File: config.mk
export PLATFORM = sky130hd
export DESIGN_NAME = core
export DESIGN_NICKNAME = d
export VERILOG_FILES = /design/src/verilog/rv_core_pkg.sv /design/src/verilog/core.sv /design/src/verilog/register_file.sv
export SDC_FILE = /design/constraint.sdc
export NUM_CORES = 2
export LEC_CHECK = 0
export BUFFER_PORTS_ARGS = -buffer_cell sky130_fd_sc_hd__buf_4
export CAP_MARGIN = 20
export CORE_ASPECT_RATIO = 1.75
export CORE_UTILIZATION = 23
export DETAILED_ROUTE_END_ITERATION = 7
export SKIP_LAST_GASP = 1
export SYNTH_ARGS = -nofsm -noshare
export SYNTH_HDL_FRONTEND = slang
export SYNTH_SLANG_ARGS = --single-unit
File: constraint.sdc
create_clock -name clk -period 13.9 [get_ports clk]
set_input_delay 0 -clock clk [delete_from_list [all_inputs] [get_ports clk]]
set_output_delay 0 -clock clk [all_outputs]
set_load 0.01 [all_outputs]
File: src/verilog/rv_core_pkg.sv
// shared types and constants for the rv32i core, its memory port and the io window
// imported by the rtl modules and the testbench
`default_nettype none

package rv_core_pkg;

  typedef logic [31:0] xlen_t;

  // width of a memory access, none means no read or no write
  typedef enum logic [1:0] {
    size_none = 2'b00,
    size_byte = 2'b01,
    size_half = 2'b10,
    size_word = 2'b11
  } access_size_e;

  typedef struct packed {
    logic         enable;
    access_size_e write_size;
    access_size_e read_size;
    logic         read_signed;  // sign extend byte and half reads
    xlen_t        address;      // byte address
    xlen_t        wdata;        // store data in the low bits
  } mem_req_t;

  typedef struct packed {
    logic         valid;
    xlen_t        address;
    xlen_t        data;  // lane aligned
    access_size_e size;
  } io_write_t;

  typedef struct packed {
    logic [6:0] funct7;
    logic [4:0] rs2;
    logic [4:0] rs1;
    logic [2:0] funct3;
    logic [4:0] rd;
    logic [6:0] opcode;
  } r_fmt_t;

  typedef struct packed {
    logic [11:0] imm;
    logic [4:0]  rs1;
    logic [2:0]  funct3;
    logic [4:0]  rd;
    logic [6:0]  opcode;
  } i_fmt_t;

  typedef struct packed {
    logic [6:0] imm_hi;
    logic [4:0] rs2;
    logic [4:0] rs1;
    logic [2:0] funct3;
    logic [4:0] imm_lo;
    logic [6:0] opcode;
  } s_fmt_t;

  typedef struct packed {
    logic [19:0] imm;
    logic [4:0]  rd;
    logic [6:0]  opcode;
  } u_fmt_t;

  // b and j immediates come out of the s and u views
  typedef union packed {
    r_fmt_t r_fmt;
    i_fmt_t i_fmt;
    s_fmt_t s_fmt;
    u_fmt_t u_fmt;
  } instr_u;

  localparam logic [6:0] op_lui     = 7'b0110111;
  localparam logic [6:0] op_auipc   = 7'b0010111;
  localparam logic [6:0] op_jal     = 7'b1101111;
  localparam logic [6:0] op_jalr    = 7'b1100111;
  localparam logic [6:0] op_branch  = 7'b1100011;
  localparam logic [6:0] op_load    = 7'b0000011;
  localparam logic [6:0] op_store   = 7'b0100011;
  localparam logic [6:0] op_alu_imm = 7'b0010011;
  localparam logic [6:0] op_alu_reg = 7'b0110011;

  localparam xlen_t io_base = 32'h8000_0000;  // stores from here up leave the chip

endpackage

`default_nettype wire
File: src/verilog/core.sv
// reduced multi-cycle rv32i core with a flash boot loader
// copies boot_bytes from spi flash address 0 into ram, then runs from ram address 0
`timescale 1ns/100ps
`default_nettype none

module core #(
  parameter logic [31:0] boot_wait_cycles = 32'd1000,
  parameter logic [31:0] boot_bytes       = 32'd4096
) (
  input  wire                     clk,
  input  wire                     rst_n,
  output rv_core_pkg::mem_req_t   mem_req,
  input  wire rv_core_pkg::xlen_t mem_rdata,
  input  wire                     mem_data_ready,
  input  wire                     mem_busy,
  output logic                    flash_clk,
  output logic                    flash_cs,
  output logic                    flash_mosi,
  input  wire                     flash_miso
);
  import rv_core_pkg::*;

  localparam logic [9:0] st_boot_wait = 10'b00_0000_0001;
  localparam logic [9:0] st_cmd       = 10'b00_0000_0010;
  localparam logic [9:0] st_addr      = 10'b00_0000_0100;
  localparam logic [9:0] st_recv      = 10'b00_0000_1000;
  localparam logic [9:0] st_ram_write = 10'b00_0001_0000;
  localparam logic [9:0] st_fetch     = 10'b00_0010_0000;
  localparam logic [9:0] st_execute   = 10'b00_0100_0000;
  localparam logic [9:0] st_store     = 10'b00_1000_0000;
  localparam logic [9:0] st_load      = 10'b01_0000_0000;
  localparam logic [9:0] st_load_wb   = 10'b10_0000_0000;

  logic [9:0]  state;
  logic [31:0] wait_cnt;
  logic [31:0] tx_shift;   // command then address, msb first
  logic [30:0] rx_shift;
  logic [31:0] rx_next;
  logic [5:0]  bit_cnt;
  logic        sck_phase;  // 0 drives flash_clk low, 1 drives it high
  xlen_t       boot_addr;
  xlen_t       boot_word;

  xlen_t  pc;
  xlen_t  pc_plus4;
  instr_u ir;
  xlen_t  rs1_data;
  xlen_t  rs2_data;
  xlen_t  rd_wdata;
  logic   rd_we;
  logic   is_alu_reg;
  xlen_t  imm_i;
  xlen_t  imm_s;
  xlen_t  imm_b;
  xlen_t  imm_u;
  xlen_t  imm_j;
  xlen_t  alu_b;
  xlen_t  alu_result;
  logic   take_branch;
  xlen_t  next_pc;
  xlen_t  eff_addr;

  function automatic mem_req_t read_req(xlen_t addr, access_size_e size, logic sgn);
    read_req = '{enable: 1'b1, write_size: size_none, read_size: size,
                 read_signed: sgn, address: addr, wdata: '0};
  endfunction

  function automatic mem_req_t write_req(xlen_t addr, access_size_e size, xlen_t data);
    write_req = '{enable: 1'b1, write_size: size, read_size: size_none,
                  read_signed: 1'b0, address: addr, wdata: data};
  endfunction

  // funct3[1:0] of loads and stores
  function automatic access_size_e size_of(logic [1:0] f3);
    case (f3)
      2'b00:   size_of = size_byte;
      2'b01:   size_of = size_half;
      default: size_of = size_word;
    endcase
  endfunction

  // flash sends byte 0 first, ram word is little endian
  assign rx_next   = {rx_shift, flash_miso};
  assign boot_word = {rx_next[7:0], rx_next[15:8], rx_next[23:16], rx_next[31:24]};

  assign imm_i = {{20{ir.i_fmt.imm[11]}}, ir.i_fmt.imm};
  assign imm_s = {{20{ir.s_fmt.imm_hi[6]}}, ir.s_fmt.imm_hi, ir.s_fmt.imm_lo};
  assign imm_b = {{20{ir.s_fmt.imm_hi[6]}}, ir.s_fmt.imm_lo[0], ir.s_fmt.imm_hi[5:0],
                  ir.s_fmt.imm_lo[4:1], 1'b0};
  assign imm_u = {ir.u_fmt.imm, 12'h000};
  assign imm_j = {{12{ir.u_fmt.imm[19]}}, ir.u_fmt.imm[7:0], ir.u_fmt.imm[8],
                  ir.u_fmt.imm[18:9], 1'b0};

  assign pc_plus4   = pc + 32'd4;
  assign is_alu_reg = (ir.r_fmt.opcode == op_alu_reg);
  assign alu_b      = is_alu_reg ? rs2_data : imm_i;
  assign eff_addr   = rs1_data + ((ir.r_fmt.opcode == op_store) ? imm_s : imm_i);

  always_comb begin
    case (ir.r_fmt.funct3)
      3'b000: begin  // sub only in the register form
        alu_result = (is_alu_reg && ir.r_fmt.funct7[5]) ? rs1_data - alu_b : rs1_data + alu_b;
      end
      3'b001:  alu_result = rs1_data << alu_b[4:0];
      3'b010:  alu_result = {31'd0, $signed(rs1_data) < $signed(alu_b)};
      3'b011:  alu_result = {31'd0, rs1_data < alu_b};
      3'b100:  alu_result = rs1_data ^ alu_b;
      3'b101: begin  // bit 30 picks arithmetic shift
        alu_result = ir.r_fmt.funct7[5] ? xlen_t'($signed(rs1_data) >>> alu_b[4:0])
                                        : rs1_data >> alu_b[4:0];
      end
      3'b110:  alu_result = rs1_data | alu_b;
      default: alu_result = rs1_data & alu_b;
    endcase
  end

  always_comb begin
    case (ir.r_fmt.funct3)
      3'b000:  take_branch = (rs1_data == rs2_data);
      3'b001:  take_branch = (rs1_data != rs2_data);
      3'b100:  take_branch = ($signed(rs1_data) < $signed(rs2_data));
      3'b101:  take_branch = ($signed(rs1_data) >= $signed(rs2_data));
      3'b110:  take_branch = (rs1_data < rs2_data);
      3'b111:  take_branch = (rs1_data >= rs2_data);
      default: take_branch = 1'b0;
    endcase
  end

  always_comb begin
    case (ir.r_fmt.opcode)
      op_jal:    next_pc = pc + imm_j;
      op_jalr:   next_pc = (rs1_data + imm_i) & ~32'd1;
      op_branch: next_pc = take_branch ? pc + imm_b : pc_plus4;
      default:   next_pc = pc_plus4;
    endcase
  end

  always_ff @(posedge clk or negedge rst_n) begin
    if (!rst_n) begin
      state      <= st_boot_wait;
      wait_cnt   <= '0;
      tx_shift   <= '0;
      rx_shift   <= '0;
      bit_cnt    <= '0;
      sck_phase  <= 1'b0;
      boot_addr  <= '0;
      flash_clk  <= 1'b0;
      flash_cs   <= 1'b1;
      flash_mosi <= 1'b0;
      mem_req    <= '0;
      pc         <= '0;
      ir         <= '0;
      rd_wdata   <= '0;
      rd_we      <= 1'b0;
    end else begin
      case (state)
        st_boot_wait: begin
          if (wait_cnt == boot_wait_cycles - 32'd1) begin
            flash_cs  <= 1'b0;
            tx_shift  <= 32'h0300_0000;  // read command, address 0
            bit_cnt   <= 6'd8;
            sck_phase <= 1'b0;
            state     <= st_cmd;
          end else begin
            wait_cnt <= wait_cnt + 32'd1;
          end
        end
        st_cmd, st_addr: begin
          sck_phase <= ~sck_phase;
          if (!sck_phase) begin
            flash_clk  <= 1'b0;
            flash_mosi <= tx_shift[31];
            tx_shift   <= {tx_shift[30:0], 1'b0};
            bit_cnt    <= bit_cnt - 6'd1;
          end else begin
            flash_clk <= 1'b1;  // flash samples mosi here
            if (bit_cnt == 6'd0) begin
              if (state == st_cmd) begin
                bit_cnt <= 6'd24;
                state   <= st_addr;
              end else begin
                bit_cnt <= 6'd32;
                state   <= st_recv;
              end
            end
          end
        end
        st_recv: begin
          sck_phase <= ~sck_phase;
          if (!sck_phase) begin
            flash_clk <= 1'b0;  // flash shifts out the next bit
          end else begin
            flash_clk <= 1'b1;
            rx_shift  <= rx_next[30:0];
            bit_cnt   <= bit_cnt - 6'd1;
            if (bit_cnt == 6'd1) begin
              mem_req <= write_req(boot_addr, size_word, boot_word);
              state   <= st_ram_write;
            end
          end
        end
        st_ram_write: begin
          if (!mem_busy) begin
            mem_req   <= '0;
            boot_addr <= boot_addr + 32'd4;
            if (boot_addr + 32'd4 < boot_bytes) begin
              bit_cnt <= 6'd32;
              state   <= st_recv;
            end else begin
              flash_cs  <= 1'b1;
              flash_clk <= 1'b0;
              pc        <= '0;
              mem_req   <= read_req('0, size_word, 1'b0);  // first fetch
              state     <= st_fetch;
            end
          end
        end
        st_fetch: begin
          rd_we <= 1'b0;  // ends the write of the previous instruction
          if (mem_data_ready) begin
            ir    <= mem_rdata;
            state <= st_execute;
          end
        end
        st_execute: begin
          pc      <= next_pc;
          mem_req <= read_req(next_pc, size_word, 1'b0);
          state   <= st_fetch;
          case (ir.r_fmt.opcode)
            op_lui: begin
              rd_wdata <= imm_u;
              rd_we    <= 1'b1;
            end
            op_auipc: begin
              rd_wdata <= pc + imm_u;
              rd_we    <= 1'b1;
            end
            op_jal, op_jalr: begin
              rd_wdata <= pc_plus4;  // link
              rd_we    <= 1'b1;
            end
            op_alu_imm, op_alu_reg: begin
              rd_wdata <= alu_result;
              rd_we    <= 1'b1;
            end
            op_store: begin
              mem_req <= write_req(eff_addr, size_of(ir.r_fmt.funct3[1:0]), rs2_data);
              state   <= st_store;
            end
            op_load: begin
              mem_req <= read_req(eff_addr, size_of(ir.r_fmt.funct3[1:0]),
                                  ~ir.r_fmt.funct3[2]);
              state   <= st_load;
            end
            default: ;  // unknown opcodes fall through as nops
          endcase
        end
        st_store: begin
          if (!mem_busy) begin
            mem_req <= read_req(pc, size_word, 1'b0);
            state   <= st_fetch;
          end
        end
        st_load: begin
          if (mem_data_ready) begin
            rd_wdata <= mem_rdata;  // already extended by ram_io
            rd_we    <= 1'b1;
            state    <= st_load_wb;
          end
        end
        st_load_wb: begin
          rd_we   <= 1'b0;
          mem_req <= read_req(pc, size_word, 1'b0);
          state   <= st_fetch;
        end
        default: state <= st_boot_wait;
      endcase
    end
  end

  register_file u_register_file (
    .clk      (clk),
    .rs1      (ir.r_fmt.rs1),
    .rs2      (ir.r_fmt.rs2),
    .rd       (ir.r_fmt.rd),
    .rd_wdata (rd_wdata),
    .rd_we    (rd_we),
    .rs1_data (rs1_data),
    .rs2_data (rs2_data)
  );

endmodule

`default_nettype wire

File: src/verilog/register_file.sv
// rv32i integer register file, two combinational reads and one clocked write
// x0 always reads as zero
`timescale 1ns/100ps
`default_nettype none

module register_file (
  input  wire                rv_core_pkg::xlen_t rd_wdata,
  input  wire                clk,
  input  wire          [4:0] rs1,
  input  wire          [4:0] rs2,
  input  wire          [4:0] rd,
  input  wire                rd_we,
  output rv_core_pkg::xlen_t rs1_data,
  output rv_core_pkg::xlen_t rs2_data
);
  import rv_core_pkg::*;

  xlen_t regs [32];

  always_ff @(posedge clk) begin
    if (rd_we && rd != 5'd0) begin  // x0 is never written
      regs[rd] <= rd_wdata;
    end
  end

  assign rs1_data = (rs1 == 5'd0) ? '0 : regs[rs1];
  assign rs2_data = (rs2 == 5'd0) ? '0 : regs[rs2];

endmodule

`default_nettype wire

==> flow_metrics.tcl <==
set metrics [dict create \
    setup_slack_ns 4.74 \
    dp_hpwl_um 276000 \
    synthTopCellsByArea "edfxtp_1, mux4_2, dfrtp_1" \
    synth-edff-count 1024 \
    nets 6787 \
    grt_pass1_wl_um 522000 \
    min_path_type "input pin to flop" \
    grt_start_max_net_pins 102 \
    start_kind "flop" \
    avgSynthCellArea_um2 12.3 \
    die_w_um 445 \
    gr-total-overflow 0 \
    insertion_delay_ns 0.84 \
    drtIter0Drc 7048 \
    critical_path_required_ns 14.62 \
    p_clk_share_pct 45.6 \
    yosysWarnings 0 \
    nFillCells 35550 \
    max_freq_ghz 0.109 \
    cts_buffer_depth 3 \
    rsz0062_at_grt "no" \
    portBuffers 109 \
    fin_setup_tns_ns 0 \
    htreeDepth 3 \
    status "complete, no violations" \
    initial_core_util_pct 23.1 \
    max_slew_margin_pct 12.2 \
    layout-drive-gt1-share_pct 21.1 \
    pwr-share-comb_pct 1.0 \
    cp_max_fo 57 \
    vias_per_cell 5.56 \
    rows 284 \
    grt.total_usage_pct 21.7 \
    seqPwrFrac_pct 53.5 \
    globalplace.congestion 1.09 \
    die_h_um 778 \
    cts_tree "yes" \
    numCtsBuffers 116 \
    power.internal_w 0.00611 \
    synth_seq_cells 1312 \
    num_vias 62485 \
    max-vdd-ir-drop_mv 0.117 \
    finalSetupViolCount 0 \
    netlist_area_um2 79000 \
    cp-end-kind "flop" \
    antenna_found_initial 34 \
    cts.clk_slew.worst_paths_ns 0.08 \
    finClkSkew_ns 0.0854 \
    power_leakage_nw 30.0 \
    switching_power_w 0.00172 \
    wl_um 384000 \
    arrival_ns 9.88 \
    cap_violations 0 \
    hold_violations 0 \
    first_pass_iters 6 \
    ant_nets 0 \
    min-delay-start "mem_rdata[30]" \
    yosys.area.top_type "edfxtp_1" \
    yosysSeqAreaShare_pct 48.0 \
    placeableCoreArea_um2 342000 \
    synth_ff_type "edfxtp_1" \
    ys_async_sr_fraction_pct 22.0 \
    design_area_um2 90600 \
    fin_hold_ws_ns 0.0330 \
    ios 110 \
    wl_per_cell_um 34.2 \
    yosysTopAreaCellShare_pct 38.9 \
    min_period_ns 9.16 \
    clock-sinks 1312 \
    root_buffer "clkbuf_16" \
    p_per_area_nw_per_um2 86.4 \
    grt_pass1_vias 62878 \
    crit_start "ir[16]" \
    drc 0 \
    synth.distinct_cells 113 \
    dpl_cell_area_um2 85700 \
    p_sw_share_pct 21.9 \
    total_power_w 0.00783 \
    dieArea_um2 346000 \
    area_growth_pct 14.6 \
    pre_cts_ws_ns 4.99 \
    netlist_instances 6446 \
    cts_resized 0 \
    rr_startpoint "ir[16]" \
    slew_violations 0 \
    critical_path_class "flop to flop" \
    worst_slew_pin_slew_ns 1.32 \
    fin_crit_sh_pct 65.9 \
]
metal layers:
layer  up-vias  GRT usage, %  share of wire, %
met4        12          23.4                13
met5         -             0             0.022
met1     31729          20.7                31
met2      3915          37.1                49
met3      1481          4.64               7.6
li1      25348             -                 -
power groups by stage:
| stage | Combinational, W | Clock (W) | Sequential, W |
|---|---|---|---|
| CTS | 0.0000772 | 0.00361 | 0.00418 |
| finish | 0.0000779 | 0.00357 | 0.00418 |
| global placement | 0.0000653 | 0 | 0.00427 |
| floorplan | 0.0000166 | 0 | 0.00427 |
| detailed placement | 0.0000657 | 0 | 0.00427 |
| global route | 0.0000825 | 0.00372 | 0.00418 |
final timing paths:
path | endpoint | slack [ns] | depth (start not counted)
worst max-delay path | rd_wdata[24] | 4.74 | 20
worst min-delay path | ir[30] | 0.03 | 3
worst max register to register | rd_wdata[24] | 4.74 | 20
worst min register to register | flash_mosi | 0.48 | 2
max in group asynchronous | state[0] | 11.99 | 6
min in group asynchronous | boot_addr[12] | 0.44 | 4
layout make-up:
type / count / area, um^2 / share of cell area [%]
well taps: 4576 / 5730 / 6.32
repair buffers: 390 / 3380 / 3.73
diodes: 34 / 85.1 / 0.0939
clock buffers: 141 / 3040 / 3.36
flip-flops and latches: 1312 / 38000 / 41.9
clock inverters: 76 / 1020 / 1.13
inverters: 176 / 662 / 0.731
multi-input cells: 4525 / 38700 / 42.7
cell families (layout without fill, tap and decap cells):
| family | after synthesis | in the layout | share of synthesized area (%) |
|---|---|---|---|
| fa+ha+maj | 229 | 229 | 3.69 |
| buf+inv | 640 | 783 | 3.72 |
| simple gates | 1549 | 1549 | 9.28 |
| compound gates | 1587 | 1587 | 13.4 |
| flops | 1312 | 1312 | 48.0 |
| other cells | 1 | 66 | 0.00474 |
| mux | 888 | 888 | 19.2 |
| xor+xnor | 240 | 240 | 2.66 |
through the flow:
step,std cells,util [%]
finish,11230,26.5
global route,11203,26.5
CTS,11176,26.4
detailed placement,10921,25.1
global placement,10915,25.0
floorplan,6477,-
state kept, by name, summed over array words and instances, names as in the netlist:
| register | flops |
|---|---|
| ir | 32 |
| flash_clk | 1 |
| u_register_file.regs | 1024 |
| rx_shift | 31 |
| state | 10 |
| rd_we | 1 |
| pc | 32 |
| flash_mosi | 1 |
| flash_cs | 1 |
| rd_wdata | 32 |
| tx_shift | 8 |
| bit_cnt | 6 |
| wait_cnt | 32 |
| sck_phase | 1 |
| mem_req | 70 |
| boot_addr | 30 |
cell usage after synthesis (all sizes together) (67+ instances only):
master  instances
a21o           67
a21oi         417
a221oi         97
a22oi          97
buf           208
clkbuf        256
dfrtp         286
edfxtp       1024
ha            222
inv           174
mux2          199
mux2i         209
mux4          480
nand2         496
nand3         160
nand4          79
nor2          395
nor3          102
o21ai         384
xnor2         164
xor2           76
cell usage in the layout, fill, tap and decap left out, drive strengths merged, types with 49 or more instances in the layout:
cell    count
clkbuf    143
dfrtp     286
o211ai     49
mux4      480
buf       351
a211oi     54
xnor2     164
nor3      102
ha        222
nor2      395
o21ai     384
a22oi      97
a21oi     417
a21o       67
nand3     160
xor2       76
mux2      199
inv       185
a31oi      50
and3       66
a221oi     97
edfxtp   1024
mux2i     209
nand4      79
nand2     496
worst max-delay path: stages, from the launching register on:
cell and delay [ns]:
dfrtp_4 0.80, buf_4 0.76, nor3_2 0.13, buf_4 0.30
a221oi_1 0.45, a22oi_1 0.14, o211ai_2 0.95, inv_1 0.40
ha_1 1.13, and4_1 0.42, nand2_1 0.11, a211oi_1 0.65
o21ai_0 0.56, nand3_1 0.21, a21oi_1 0.17, o31ai_1 0.35
a2111oi_0 0.15, a2111oi_0 0.49, xnor2_1 0.14, a2111oi_0 0.45
nor2_1 0.09
repair_timing:
item,CTS,global route
buffers inserted,0,0
hold buffers,38,0
endpoints found under the hold margin,190,0
No activity file was read; power rests on OpenSTA's default activity.
